===== src/hw/isa_pkg.sv =====
package isa_pkg;

  parameter int INSN_W = 32;
  parameter int PC_W   = 64;

  // opcode lives in the top six bits of every instruction
  typedef enum logic [5:0] {
    OP_NOP  = 6'h00,
    OP_ADD  = 6'h01,
    OP_SUB  = 6'h02,
    OP_AND  = 6'h03,
    OP_ORR  = 6'h04,
    OP_EOR  = 6'h05,
    OP_ADDI = 6'h08,
    OP_SUBI = 6'h09,
    OP_MOVZ = 6'h0c,
    OP_MOVK = 6'h0d,
    OP_LDUR = 6'h10,
    OP_STUR = 6'h11,
    OP_B    = 6'h18,
    OP_HLT  = 6'h3e
  } opcode_e;

  parameter int OPC_HI   = 31;
  parameter int OPC_LO   = 26;
  parameter int RD_HI    = 4;
  parameter int RD_LO    = 0;
  parameter int RN_HI    = 9;
  parameter int RN_LO    = 5;
  parameter int RM_HI    = 20;
  parameter int RM_LO    = 16;
  parameter int IMM12_HI = 21;  // addi / subi
  parameter int IMM12_LO = 10;
  parameter int IMM16_HI = 20;  // movz / movk
  parameter int IMM16_LO = 5;
  parameter int OFF9_HI  = 20;  // ldur / stur
  parameter int OFF9_LO  = 12;

endpackage

===== src/hw/uop_pkg.sv =====
package uop_pkg;

  typedef enum logic [3:0] {
    UOP_NOP   = 4'd0,
    UOP_ADD   = 4'd1,
    UOP_SUB   = 4'd2,
    UOP_AND   = 4'd3,
    UOP_ORR   = 4'd4,
    UOP_EOR   = 4'd5,
    UOP_MOVZ  = 4'd6,
    UOP_MOVK  = 4'd7,
    UOP_LOAD  = 4'd8,
    UOP_STORE = 4'd9,
    UOP_HLT   = 4'd10
  } uopcode_e;

  typedef struct packed {
    uopcode_e                  uopcode;
    logic [4:0]                dst;
    logic [4:0]                src1;
    logic [4:0]                src2;
    logic [15:0]               imm;
    logic                      use_imm;  // operand b is imm, not src2
    logic                      mem_read;
    logic                      mem_write;
    logic                      w_enable;
    logic                      tx_begin;  // first uop of the instruction
    logic                      tx_end;    // last uop of the instruction
    logic [isa_pkg::PC_W-1:0]  pc;
  } uop_t;

  // empty slot, all fields zero
  parameter uop_t NOP_UOP = '0;

  typedef struct packed {
    uop_t       first;
    uop_t       second;
    logic [1:0] n_uops;
    logic       stop;  // lanes after this one are dropped
  } lane_dec_t;

  // source of the next issue_slots value
  typedef enum logic [1:0] {NOP, NEW, BUF} out_sel_e;

endpackage


===== src/hw/decode_top.sv =====
module decode_top #(
  parameter int LANES = 2
) (
  input  logic                       clk_in,
  input  logic                       reset,
  input  logic                       flush,
  input  logic                       fetch_valid,
  input  logic [isa_pkg::INSN_W-1:0] fetch_insn  [LANES],
  input  logic [isa_pkg::PC_W-1:0]   fetch_pc,
  input  logic                       exe_ready,
  output logic                       decode_ready,
  output uop_pkg::uop_t              issue_slots [2*LANES]
);
  import isa_pkg::*;
  import uop_pkg::*;

  localparam int SLOT_W = $clog2(2*LANES);

  logic [PC_W-1:0]   lane_pc    [LANES];
  lane_dec_t         lane_dec   [LANES];
  logic [1:0]        lane_n     [LANES];
  logic              lane_stop  [LANES];
  logic              keep       [LANES];
  logic [SLOT_W-1:0] start_slot [LANES];
  uop_t              decoded    [2*LANES];
  logic              load_buf;
  logic              load_out;
  out_sel_e          out_sel;

  for (genvar i = 0; i < LANES; i++) begin : g_lane
    assign lane_pc[i]   = fetch_pc + PC_W'(4 * i);  // 4 bytes per instruction
    assign lane_n[i]    = lane_dec[i].n_uops;
    assign lane_stop[i] = lane_dec[i].stop;

    insn_cracker u_cracker (
      .insn    (fetch_insn[i]),
      .lane_pc (lane_pc[i]),
      .dec     (lane_dec[i])
    );
  end

  slot_allocator #(.LANES(LANES)) u_alloc (
    .n_uops     (lane_n),
    .stop       (lane_stop),
    .keep       (keep),
    .start_slot (start_slot)
  );

  bundle_assembler #(.LANES(LANES)) u_assemble (
    .lane_dec   (lane_dec),
    .keep       (keep),
    .start_slot (start_slot),
    .slots      (decoded)
  );

  issue_fsm u_fsm (
    .clk_in       (clk_in),
    .reset        (reset),
    .flush        (flush),
    .fetch_valid  (fetch_valid),
    .exe_ready    (exe_ready),
    .decode_ready (decode_ready),
    .load_buf     (load_buf),
    .load_out     (load_out),
    .out_sel      (out_sel)
  );

  bundle_regs #(.LANES(LANES)) u_regs (
    .clk_in      (clk_in),
    .reset       (reset),
    .decoded     (decoded),
    .load_buf    (load_buf),
    .load_out    (load_out),
    .out_sel     (out_sel),
    .issue_slots (issue_slots)
  );

endmodule


===== src/hw/bundle_regs.sv =====
module bundle_regs #(
  parameter int LANES = 2
) (
  input  logic              clk_in,
  input  logic              reset,
  input  uop_pkg::uop_t     decoded     [2*LANES],
  input  logic              load_buf,
  input  logic              load_out,
  input  uop_pkg::out_sel_e out_sel,
  output uop_pkg::uop_t     issue_slots [2*LANES]
);
  import uop_pkg::*;

  localparam int SLOTS = 2*LANES;

  uop_t skid_q [SLOTS];  // holds one bundle while execute stalls

  always_ff @(posedge clk_in) begin
    if (load_buf) begin
      skid_q <= decoded;
    end
  end

  always_ff @(posedge clk_in) begin
    for (int s = 0; s < SLOTS; s++) begin
      if (reset) begin
        issue_slots[s] <= NOP_UOP;
      end else if (load_out) begin
        case (out_sel)
          NEW:     issue_slots[s] <= decoded[s];
          BUF:     issue_slots[s] <= skid_q[s];
          default: issue_slots[s] <= NOP_UOP;
        endcase
      end
    end
  end

endmodule


===== src/hw/issue_fsm.sv =====
module issue_fsm (
  input  logic              clk_in,
  input  logic              reset,
  input  logic              flush,
  input  logic              fetch_valid,
  input  logic              exe_ready,
  output logic              decode_ready,
  output logic              load_buf,
  output logic              load_out,
  output uop_pkg::out_sel_e out_sel
);
  import uop_pkg::*;

  typedef enum logic {EMPTY, BUFFERED} state_e;

  state_e state;
  state_e state_next;
  logic   accept;

  assign accept = fetch_valid && decode_ready;

  always_comb begin
    state_next = state;
    load_buf   = 1'b0;
    load_out   = 1'b0;
    out_sel    = NOP;
    if (flush) begin
      state_next = EMPTY;
      load_out   = 1'b1;  // drop everything, issue nops
    end else begin
      case (state)
        EMPTY: begin
          if (exe_ready) begin
            load_out = 1'b1;
            out_sel  = accept ? NEW : NOP;
          end else if (accept) begin
            load_buf   = 1'b1;  // execute stalled, park the bundle
            state_next = BUFFERED;
          end
        end
        BUFFERED: begin
          if (exe_ready) begin
            load_out   = 1'b1;
            out_sel    = BUF;
            state_next = EMPTY;
          end
        end
      endcase
    end
  end

  always_ff @(posedge clk_in) begin
    if (reset) begin
      state        <= EMPTY;
      decode_ready <= 1'b0;
    end else begin
      state        <= state_next;
      decode_ready <= !flush && (state_next == EMPTY);
    end
  end

endmodule


===== src/hw/bundle_assembler.sv =====
module bundle_assembler #(
  parameter int LANES = 2
) (
  input  uop_pkg::lane_dec_t         lane_dec   [LANES],
  input  logic                       keep       [LANES],
  input  logic [$clog2(2*LANES)-1:0] start_slot [LANES],
  output uop_pkg::uop_t              slots      [2*LANES]
);
  import uop_pkg::*;

  localparam int SLOTS  = 2*LANES;
  localparam int SLOT_W = $clog2(SLOTS);

  always_comb begin
    for (int s = 0; s < SLOTS; s++) begin
      slots[s] = NOP_UOP;
    end
    for (int i = 0; i < LANES; i++) begin
      if (keep[i] && lane_dec[i].n_uops != 2'd0) begin
        slots[start_slot[i]] = lane_dec[i].first;
        if (lane_dec[i].n_uops == 2'd2) begin
          slots[SLOT_W'(start_slot[i] + 1'b1)] = lane_dec[i].second;
        end
      end
    end
  end

endmodule


===== src/hw/slot_allocator.sv =====
module slot_allocator #(
  parameter int LANES = 2
) (
  input  logic [1:0]                   n_uops     [LANES],
  input  logic                         stop       [LANES],
  output logic                         keep       [LANES],
  output logic [$clog2(2*LANES)-1:0]   start_slot [LANES]
);

  localparam int SLOT_W = $clog2(2*LANES);

  always_comb begin
    int   sum;
    logic blocked;

    sum     = 0;
    blocked = 1'b0;
    for (int i = 0; i < LANES; i++) begin
      keep[i]       = !blocked;  // the stopping lane itself is kept
      start_slot[i] = SLOT_W'(sum);
      sum           = sum + int'(n_uops[i]);
      if (stop[i]) begin
        blocked = 1'b1;
      end
    end
  end

endmodule


===== src/hw/insn_cracker.sv =====
module insn_cracker (
  input  logic [isa_pkg::INSN_W-1:0] insn,
  input  logic [isa_pkg::PC_W-1:0]   lane_pc,
  output uop_pkg::lane_dec_t         dec
);
  import isa_pkg::*;
  import uop_pkg::*;

  opcode_e    opc;
  logic [4:0] rd;
  logic [4:0] rn;
  logic [4:0] rm;
  logic [8:0] off9;
  logic       is_load;
  uopcode_e   alu_uop;
  uop_t       base;
  uop_t       split_add;
  uop_t       access;

  assign opc     = opcode_e'(insn[OPC_HI:OPC_LO]);
  assign rd      = insn[RD_HI:RD_LO];
  assign rn      = insn[RN_HI:RN_LO];
  assign rm      = insn[RM_HI:RM_LO];
  assign off9    = insn[OFF9_HI:OFF9_LO];
  assign is_load = (opc == OP_LDUR);

  always_comb begin
    case (opc)
      OP_ADD, OP_ADDI: alu_uop = UOP_ADD;
      OP_SUB, OP_SUBI: alu_uop = UOP_SUB;
      OP_AND:          alu_uop = UOP_AND;
      OP_ORR:          alu_uop = UOP_ORR;
      OP_EOR:          alu_uop = UOP_EOR;
      OP_MOVZ:         alu_uop = UOP_MOVZ;
      OP_MOVK:         alu_uop = UOP_MOVK;
      default:         alu_uop = UOP_NOP;
    endcase
  end

  always_comb begin
    base          = NOP_UOP;
    base.pc       = lane_pc;
    base.tx_begin = 1'b1;
    base.tx_end   = 1'b1;

    // address add for a memory op with an offset, rn is updated in place
    split_add          = base;
    split_add.uopcode  = UOP_ADD;
    split_add.dst      = rn;
    split_add.src1     = rn;
    split_add.imm      = {7'b0, off9};
    split_add.use_imm  = 1'b1;
    split_add.w_enable = 1'b1;
    split_add.tx_end   = 1'b0;

    access           = base;
    access.uopcode   = is_load ? UOP_LOAD : UOP_STORE;
    access.src1      = rn;
    access.dst       = is_load ? rd : 5'd0;
    access.src2      = is_load ? 5'd0 : rd;  // store data register
    access.mem_read  = is_load;
    access.mem_write = !is_load;
    access.w_enable  = is_load;
    access.tx_begin  = (off9 == 9'd0);
  end

  always_comb begin
    dec        = '0;
    dec.first  = base;
    dec.second = NOP_UOP;
    case (opc)
      OP_ADD, OP_SUB, OP_AND, OP_ORR, OP_EOR: begin
        dec.first.uopcode  = alu_uop;
        dec.first.dst      = rd;
        dec.first.src1     = rn;
        dec.first.src2     = rm;
        dec.first.w_enable = 1'b1;
        dec.n_uops         = 2'd1;
      end
      OP_ADDI, OP_SUBI: begin
        dec.first.uopcode  = alu_uop;
        dec.first.dst      = rd;
        dec.first.src1     = rn;
        dec.first.imm      = {4'b0, insn[IMM12_HI:IMM12_LO]};
        dec.first.use_imm  = 1'b1;
        dec.first.w_enable = 1'b1;
        dec.n_uops         = 2'd1;
      end
      OP_MOVZ, OP_MOVK: begin
        dec.first.uopcode  = alu_uop;
        dec.first.dst      = rd;
        dec.first.imm      = insn[IMM16_HI:IMM16_LO];
        dec.first.use_imm  = 1'b1;
        dec.first.w_enable = 1'b1;
        dec.n_uops         = 2'd1;
      end
      OP_LDUR, OP_STUR: begin
        if (off9 != 9'd0) begin
          dec.first  = split_add;
          dec.second = access;
          dec.n_uops = 2'd2;
        end else begin
          dec.first  = access;
          dec.n_uops = 2'd1;
        end
      end
      OP_HLT: begin
        dec.first.uopcode = UOP_HLT;
        dec.n_uops        = 2'd1;
      end
      OP_B: dec.stop = 1'b1;  // resolved at fetch, only ends the bundle
      default: dec.first = NOP_UOP;  // nop and unknown opcodes
    endcase
  end

endmodule


===== config.mk =====
export PLATFORM = sky130hd
export DESIGN_NAME = decode_top
export DESIGN_NICKNAME = d
export VERILOG_FILES = /design/src/hw/isa_pkg.sv /design/src/hw/uop_pkg.sv /design/src/hw/decode_top.sv /design/src/hw/bundle_regs.sv /design/src/hw/issue_fsm.sv /design/src/hw/bundle_assembler.sv /design/src/hw/slot_allocator.sv /design/src/hw/insn_cracker.sv
export SDC_FILE = /design/constraint.sdc
export NUM_CORES = 1
export LEC_CHECK = 0
export ABC_AREA = 1
export BUFFER_PORTS_ARGS = -buffer_cell sky130_fd_sc_hd__buf_2
export CORE_MARGIN = 4
export CORE_UTILIZATION = 30
export DETAILED_ROUTE_END_ITERATION = 12
export PLACE_DENSITY = 0.57
export REMOVE_ABC_BUFFERS = 1
export SYNTH_ARGS = -nofsm -noshare
export SYNTH_HDL_FRONTEND = slang
export SYNTH_SLANG_ARGS = --single-unit
export TNS_END_PERCENT = 20

===== constraint.sdc =====
create_clock -name clk_in -period 62.9 [get_ports clk_in]
set_input_delay 12.58 -clock clk_in [delete_from_list [all_inputs] [get_ports clk_in]]
set_output_delay 12.58 -clock clk_in [all_outputs]
set_load 0.01 [all_outputs]

### Word-level counts from Yosys, hierarchy flattened

Memories as Yosys holds them, arrays and structs flattened.
Index checks and enable logic that the tools add are counted.

| storage, ports and cells | value |
|---|---|
| register bits after elaboration | 842 |
| bits in latches | 0 |
| RAM bits | 0 |
| memory bits (read-only) | 96 |
| input bits | 133 |
| output and inout port bits | 421 |
| memories | 2 |

Memories:

| name | depth | width | rd ports | clocked after memory_dff | write ports | line | source |
|---|---|---|---|---|---|---|---|
| (no name shown) | 16 | 3 | 1 | 0 | 0 | insn_cracker.sv:28 | `case (opc)` |
| (no name shown) | 16 | 3 | 1 | 0 | 0 | insn_cracker.sv:28 |  |

| operators by class | value |
|---|---|
| $add $sub $neg | 2 |
| $mul | 0 |
| divide/modulo/power cells | 0 |
| $lt $le $gt $ge | 4 |
| equal/unequal tests | 30 |
| shifts and indexed selects | 0 |
| mux-type cells | 64 |
| bitwise gates (word level) | 4 |
| reductions and logical operators | 33 |

Operator list:

| cell | number |
|---|---|
| two-way mux 420 bit | 3 |
| bitwise mux 420 bit | 2 |
| two-way mux 105 bit | 8 |
| case mux 105 bit (2 select lines) | 4 |
| demux 105 bit (select 2 bit) | 2 |
| two-way mux 315 bit | 1 |
| case mux 66 bit (2 select lines) | 2 |
| case mux 17 bit (3 select lines) | 2 |
| adder 64 x 3 -> 64 bit, second input constant | 1 |
| case mux 5 bit (2 select lines) | 6 |
| == test 6 x 4 -> 1 bit, second input constant | 8 |
| == test 6 x 5 -> 1 bit, second input constant | 6 |
| == test 6 x 2 -> 1 bit, second input constant | 4 |
| == test 6 x 3 -> 1 bit, second input constant | 4 |
| case mux 4 bit (3 select lines) | 2 |
| OR reduction 11 bit | 2 |
| two-way mux 5 bit | 4 |
| OR reduction 10 bit | 2 |
| zero test 9 bit | 2 |
| nonzero test 9 bit | 2 |
| OR reduction 9 bit | 2 |
| two-way mux 2 bit | 7 |
| OR reduction 7 bit | 2 |
| two-way mux 1 bit | 13 |
| 18 further kinds | 46 |

### Longest topological paths before layout

Gate-level depths: netlist of the first run.

| logic depth | value |
|---|---|
| depth in word-level cells | 13 |
| mapped depth | 17 |

### By module

From an unflattened synthesis of the first run, not the netlist that was laid out.

| unflattened totals | value |
|---|---|
| cell total of the unflattened synthesis | 8991 |
| area, all modules | 55634.6 µm² |

Modules (own cells, without submodules):

| module | instances | cells each | area each (µm²) | sequential area each (µm²) |
|---|---|---|---|---|
| bundle_regs | 1 | 3599 | 32218.4 | 21020.2 |
| bundle_assembler | 1 | 4078 | 17379.2 | 0.0 |
| decode_top | 1 | 436 | 2023.2 | 0.0 |
| insn_cracker (g_lane[0].u_cracker) | 1 | 426 | 1964.4 | 0.0 |
| insn_cracker (g_lane[1].u_cracker) | 1 | 428 | 1898.1 | 0.0 |
| issue_fsm | 1 | 16 | 102.6 | 40.0 |
| slot_allocator | 1 | 8 | 48.8 | 0.0 |

### Worst setup path before layout of the first run

OpenSTA, ideal clock, no wires.

| timing path | value |
|---|---|
| kind | input to register |
| from | in exe_ready |
| to | reg u_regs.skid_q[0] (netlist bit), enable pin |
| setup time | 2.278 ns |
| arrival time | 52.965 ns |
| required time | 60.622 ns |
| setup slack | 7.658 ns |
| stages | 1 |
| cell sequence | nor4_1 |

| between the ends | value |
|---|---|
| cells in the longest elaborated chain, start to end | 3 |

RTL lines:

| element | line | source |
|---|---|---|
| from (decl) | decode_top.sv:10 | `input logic exe_ready,` |
| two-way mux 1 bit | issue_fsm.sv:33 | `if (exe_ready) begin` |
| two-way mux 1 bit | issue_fsm.sv:31 | `case (state)` |
| two-way mux 1 bit | issue_fsm.sv:27 | `if (flush) begin` |
| to (signal assigned) | bundle_regs.sv:20 | `skid_q <= decoded;` |
| to (decl) | bundle_regs.sv:16 | `uop_t skid_q [SLOTS];` |

No other way between the ends.
A chain may end at the register's enable or synchronous reset.

### Worst setup path after layout of the first run

| timing path | value |
|---|---|
| from | in exe_ready |
| to | reg u_regs.issue_slots[68] (netlist name) |

| between the ends | value |
|---|---|
| cells in the longest elaborated chain, start to end | 5 |
| elaborated cells between the ends (all ways) | 9 |
| classes of those cells | eq/ne: 2; mux: 7 |

RTL lines:

| element | line | source |
|---|---|---|
| two-way mux 2 bit, on equally long branches | issue_fsm.sv:33, issue_fsm.sv:42 |  |
| case mux 2 bit (2 select lines) | issue_fsm.sv:31 |  |
| two-way mux 2 bit | issue_fsm.sv:27 |  |
| == test 2 bit / == test 2 x 1 -> 1 bit (equally long branches) | bundle_regs.sv:29 | `case (out_sel)` |
| case mux 105 bit (2 select lines) | bundle_regs.sv:29 |  |

Several ways; a longest one is shown, not always the timed one.

==> results.json, run 1 <==
{
  "synth_ff_type": "dfxtp_1",
  "gp_congestion": 0.919,
  "drive_gt1_frac": 0.140,
  "crit_required_ps": 63520,
  "finish.utilization": 0.359,
  "cp_data_arrival_time_ps": 17030,
  "period_needed_ps": 16410,
  "drc": 0,
  "critPathKind": "in -> reg",
  "synthCells": 5173,
  "fp.dieH_um": 369,
  "grt_pass1_wl_um": 225000,
  "start_kind": "primary input",
  "drt_wl_total_um": 153000,
  "root_buffer": "clkbuf_16",
  "cts_buffer_depth": 3,
  "grt_use_total": 0.217,
  "ys_top_cells_by_area": "edfxtp_1, nand2_1, dfxtp_1",
  "crit_path_end_kind": "flip-flop",
  "port_buffers": 545,
  "cap_violations": 0,
  "ys_warn_count": 0,
  "syn_area_per_cell_um2": 7.56,
  "fp.dieW_um": 369,
  "clock_skew_ps": 26.6,
  "drtIter0Drc": 3278,
  "antenna_found_initial": 38,
  "power_density_nw_per_um2": 26.0,
  "clock_latency_ps": 720,
  "clkTransAtPathRegs_ps": 60,
  "period_share": 0.261,
  "pin_count": 554,
  "nets": 5704,
  "initial_utilization": 0.302,
  "grt_pass1_vias": 34200,
  "firstDrtPassIters": 5,
  "design.die.area_um2": 136000,
  "dp_hpwl_um": 104000,
  "vdd_drop_max_uv": 19.5,
  "grt_overflow": 0,
  "multi_input_area_um2": 16200,
  "finalMaxSlewViolations": 0,
  "syn_area_um2": 39100,
  "hold_path_class": "reg -> reg",
  "wl_per_cell_um": 20.7,
  "power.leakage_nw": 18.3,
  "cts_tree": "built",
  "rows": 132,
  "core_area_um2": 129000,
  "cts_resized": 0,
  "synth_edf_count": 420,
  "syn_to_final_growth_pct": 18.9,
  "synth_seq_cells": 842,
  "crit_path_max_fanout": 73,
  "rsz0062_at_grt": "no",
  "cts-htree-levels": 3,
  "fmax_ghz": 0.0610,
  "seq_area_um2": 21100,
  "status": "finished clean",
  "grt_max_degree": 190,
  "finalHoldViolations": 0,
  "cts-hold-fix-buffers": 0,
  "synth_top_area_frac": 0.322,
  "cts_buffers": 96,
  "antenna_left": 0,
  "yosysTopAreaCell": "edfxtp_1",
  "ys_async_sr_fraction": 0,
  "pre_cts_ws_ps": 45790,
  "clock-sinks": 842,
  "tightest_slew_ps": 1250,
  "cts_setup_buffers": 0,
  "vias": 36300,
  "finalSetupViolations": 0,
  "ys_seq_area_frac": 0.538,
  "vias_per_cell": 4.89,
  "nFillCells": 13900,
  "fin_ws_ps": 46490,
  "max_slew_margin": 0.167,
  "synth.distinct_cells": 38
}
path summary, 6_finish.rpt:
kind                      startpoint                       to  slack (ps)  depth (start not counted)
max                        exe_ready   u_regs.issue_slots[68]       46490                         11
min          u_regs.issue_slots[281]  u_regs.issue_slots[281]         460                          2
max reg2reg       u_fsm.decode_ready   u_regs.issue_slots[68]       58230                         10
min reg2reg  u_regs.issue_slots[281]  u_regs.issue_slots[281]         460                          2
cells by family after synthesis:
logic type      share of synthesized area
compound gates                     0.0941
other cells                     0.0000958
xor+xnor                          0.00649
fa+ha+maj                        0.000959
flops                               0.538
simple gates                        0.309
buf+inv                            0.0507
cells in the final DEF (no fill, tap or decap), types with 52 or more instances in the layout:
master	instances
dfxtp_1	422
edfxtp_1	420
clkbuf_16	101
buf_2	544
nand2_1	2550
o21ai_1	52
inv_1	189
o21ai_0	107
a21oi_1	444
nor2_1	355
nand3_1	109
flip-flops by register name, indices dropped and copies added, names as in the netlist:
signal / count
u_regs.skid_q: 420
u_fsm.decode_ready: 1
u_fsm.state: 1
u_regs.issue_slots: 420
layer usage:
layer,global-route usage,up-vias,part of all wire,wire [um]
met2,0.353,1413,0.46,70300
met5,0,-,0.0011,165
li1,-,17500,-,-
met1,0.281,17100,0.42,64600
met4,0.0660,24,0.031,4740
met3,0.0597,272,0.088,13500
through the flow:
stage	TNS (ps)	hold WS [ps]	power [W]	area, um2	instances
after floorplan	-3444730	484	0.000625	38000	4883
after global placement	0	451	0.000655	43300	7212
after detailed placement	0	452	0.000655	43300	7212
after CTS	0	461	0.00122	46500	7393
after global routing	0	475	0.00125	46500	7397
final	0	459	0.00121	46500	7415
layout make-up:
cell class,count,share of cell area
Tap cell,1742,0.0469
Multi-Input combinational cell,3845,0.349
Sequential cell,842,0.453
Antenna cell,22,0.00118
Clock buffer,146,0.0608
Inverter,196,0.0158
Timing Repair Buffer,587,0.0667
Clock inverter,35,0.00699
synth_stat cells, types with 18 or more instances:
cell and count:
o22ai_1 22, nor2_1 358, nand4_1 31, clkbuf_1 232, o21ai_0 107, dfxtp_1 422, nand3_1 109, o21ai_1 52
a21oi_1 445, buf_2 42, nor3_2 18, xor2_1 21, a22o_1 22, buf_1 29, nand2_1 2552, inv_1 192
edfxtp_1 420
where the power goes:
part | total [W] | leakage [nW] | internal (W) | switching [W]
Clock | 0.000566 | 1.56 | 0.000325 | 0.000242
Sequential | 0.000579 | 6.51 | 0.000578 | 0.00000114
Combinational | 0.0000646 | 10.2 | 0.0000117 | 0.0000529
critical path, cell delays in order:
cell	delay [ps]
buf_2	150
inv_1	70
nor4_1	460
ha_4	820
buf_4	620
buf_4	770
buf_4	620
nand4_1	400
nand2_1	160
nand2_1	60
a21oi_1	140
No activity file was read; power rests on OpenSTA's default activity.
==> run 2, diff against run 1 <==
--- a/config.mk
+++ b/config.mk
@@ -10,7 +10,7 @@
 export CORE_MARGIN = 4
 export CORE_UTILIZATION = 30
 export DETAILED_ROUTE_END_ITERATION = 12
-export PLACE_DENSITY = 0.57
+export PLACE_DENSITY = 0.59
 export REMOVE_ABC_BUFFERS = 1
 export SYNTH_ARGS = -nofsm -noshare
 export SYNTH_HDL_FRONTEND = slang
==> constraint.sdc (replaced) <==
create_clock -name clk_in -period 15 [get_ports clk_in]
set_input_delay 3 -clock clk_in [delete_from_list [all_inputs] [get_ports clk_in]]
set_output_delay 3 -clock clk_in [all_outputs]
set_load 0.01 [all_outputs]
==> results.json, run 2 (synthesis results as in run 1) <==
{
  "cap_violations": 0,
  "clock-sinks": 842,
  "fin_ws_ps": 8080,
  "fp.dieW_um": 369,
  "clkTransAtPathRegs_ps": 60,
  "period_share": 0.461,
  "drtIter0Drc": 3000,
  "initial_utilization": 0.302,
  "grt_max_degree": 178,
  "final_common_cell": "nand2_1",
  "drc": 0,
  "pre_cts_ws_ps": 7420,
  "grt_overflow": 0,
  "fmax_ghz": 0.145,
  "reg.largest.list": "u_regs.issue_slots x420, u_regs.skid_q x420",
  "vias_per_cell": 4.87,
  "cts-hold-fix-buffers": 0,
  "core_area_um2": 129000,
  "vias": 36100,
  "cts_setup_buffers": 0,
  "cts-htree-levels": 3,
  "cts_resized": 0,
  "hold_path_class": "reg -> reg",
  "drive_gt1_frac": 0.139,
  "cp_data_arrival_time_ps": 7550,
  "seqPwrFrac": 0.476,
  "finalSetupViolations": 0,
  "switching_share": 0.242,
  "crit_path_end_kind": "flip-flop",
  "grt_pass1_vias": 34300,
  "finalHoldViolations": 0,
  "period_needed_ps": 6920,
  "rsz0062_at_grt": "no",
  "max_slew_margin": 0.202,
  "fin_area_um2": 46600,
  "firstDrtPassIters": 5,
  "tightest_slew_ps": 1200,
  "finalMaxSlewViolations": 0,
  "combPwrFrac": 0.054,
  "crit_path_max_fanout": 45,
  "placed_area_um2": 43300,
  "grt_use_total": 0.218,
  "nets": 5703,
  "port_buffers": 545,
  "cts_buffer_depth": 3,
  "clock_latency_ps": 710,
  "setup_tns_ps": 0,
  "status": "finished clean",
  "power_density_nw_per_um2": 109,
  "clock_skew_ps": 29.9,
  "switchingPower_w": 0.00123,
  "design.die.area_um2": 136000,
  "dp_hpwl_um": 104000,
  "power.leakage_nw": 18.3,
  "p_clk_frac": 0.470,
  "drt_wl_total_um": 154000,
  "finish.utilization": 0.360,
  "cts_tree": "built",
  "critPathKind": "in -> reg",
  "start_kind": "primary input",
  "fp.dieH_um": 369,
  "gp_congestion": 0.923,
  "grt_pass1_wl_um": 226000,
  "root_buffer": "clkbuf_16",
  "rows": 132,
  "vdd_drop_max_uv": 90.9,
  "crit_required_ps": 15630,
  "syn_to_final_growth_pct": 19.1,
  "antenna_found_initial": 39,
  "antenna_left": 0,
  "cts_buffers": 98,
  "pin_count": 554,
  "power.internal_w": 0.00386,
  "layout_common_cells": "nand2_1, buf_2, a21oi_1",
  "wl_per_cell_um": 20.8
}
-- run 2: final cells by class --
cell class	count	area (um2)
fillers	13900	82900
diodes	24	60.1
well taps	1742	2180
inverters	196	736
clock inverters	28	231
repair buffers	584	3110
clock buffers	157	2990
flip-flops and latches	842	21100
multi-input cells	3845	16200
-- run 2: worst paths after layout --
kind | end | from | slack (ps) | cells past startpoint
setup / recovery | u_regs.issue_slots[328] | fetch_insn[28] | 8080 | 14
setup reg to reg | u_regs.issue_slots[66] | u_fsm.decode_ready | 10700 | 9
hold reg to reg | u_regs.issue_slots[236] | u_regs.issue_slots[236] | 460 | 2
hold / removal | u_regs.issue_slots[236] | u_regs.issue_slots[236] | 460 | 2
-- run 2: power by group through the flow --
stage | logic [W] | clock network (W) | registers, W
2_1_floorplan | 0.000123 | 0 | 0.00250
3_3_place_gp | 0.000271 | 0 | 0.00248
3_5_place_dp | 0.000273 | 0 | 0.00248
4_1_cts | 0.000274 | 0.00246 | 0.00243
5_1_grt | 0.000295 | 0.00256 | 0.00243
6_report | 0.000273 | 0.00240 | 0.00243
-- run 2: metal layers --
| layer | global-route usage | routed length [um] | vias to the layer above | part of all wire |
|---|---|---|---|---|
| met5 | 0 | 127 | - | 0.00082 |
| li1 | - | - | 17500 | - |
| met3 | 0.0565 | 12900 | 212 | 0.084 |
| met1 | 0.285 | 66500 | 17100 | 0.43 |
| met2 | 0.354 | 70500 | 1351 | 0.46 |
| met4 | 0.0661 | 4260 | 16 | 0.028 |
-- run 2: critical path: stages --
cell and delay [ps]:
buf_2 160, nor2_4 200, nand3_1 550, inv_1 570
nor2_1 190, a21oi_4 590, buf_4 620, buf_4 590
nand2_1 340, o21ai_1 250, nand2_1 80, nand2_1 90
nand2_1 50, a21oi_1 140
-- run 2: per-stage QoR --
step | total power (W) | instances | hold slack (ps)
after floorplan | 0.00262 | 4883 | 484
after global placement | 0.00275 | 7209 | 450
after detailed placement | 0.00275 | 7209 | 452
after CTS | 0.00516 | 7394 | 461
after global routing | 0.00528 | 7397 | 476
final | 0.00510 | 7418 | 459
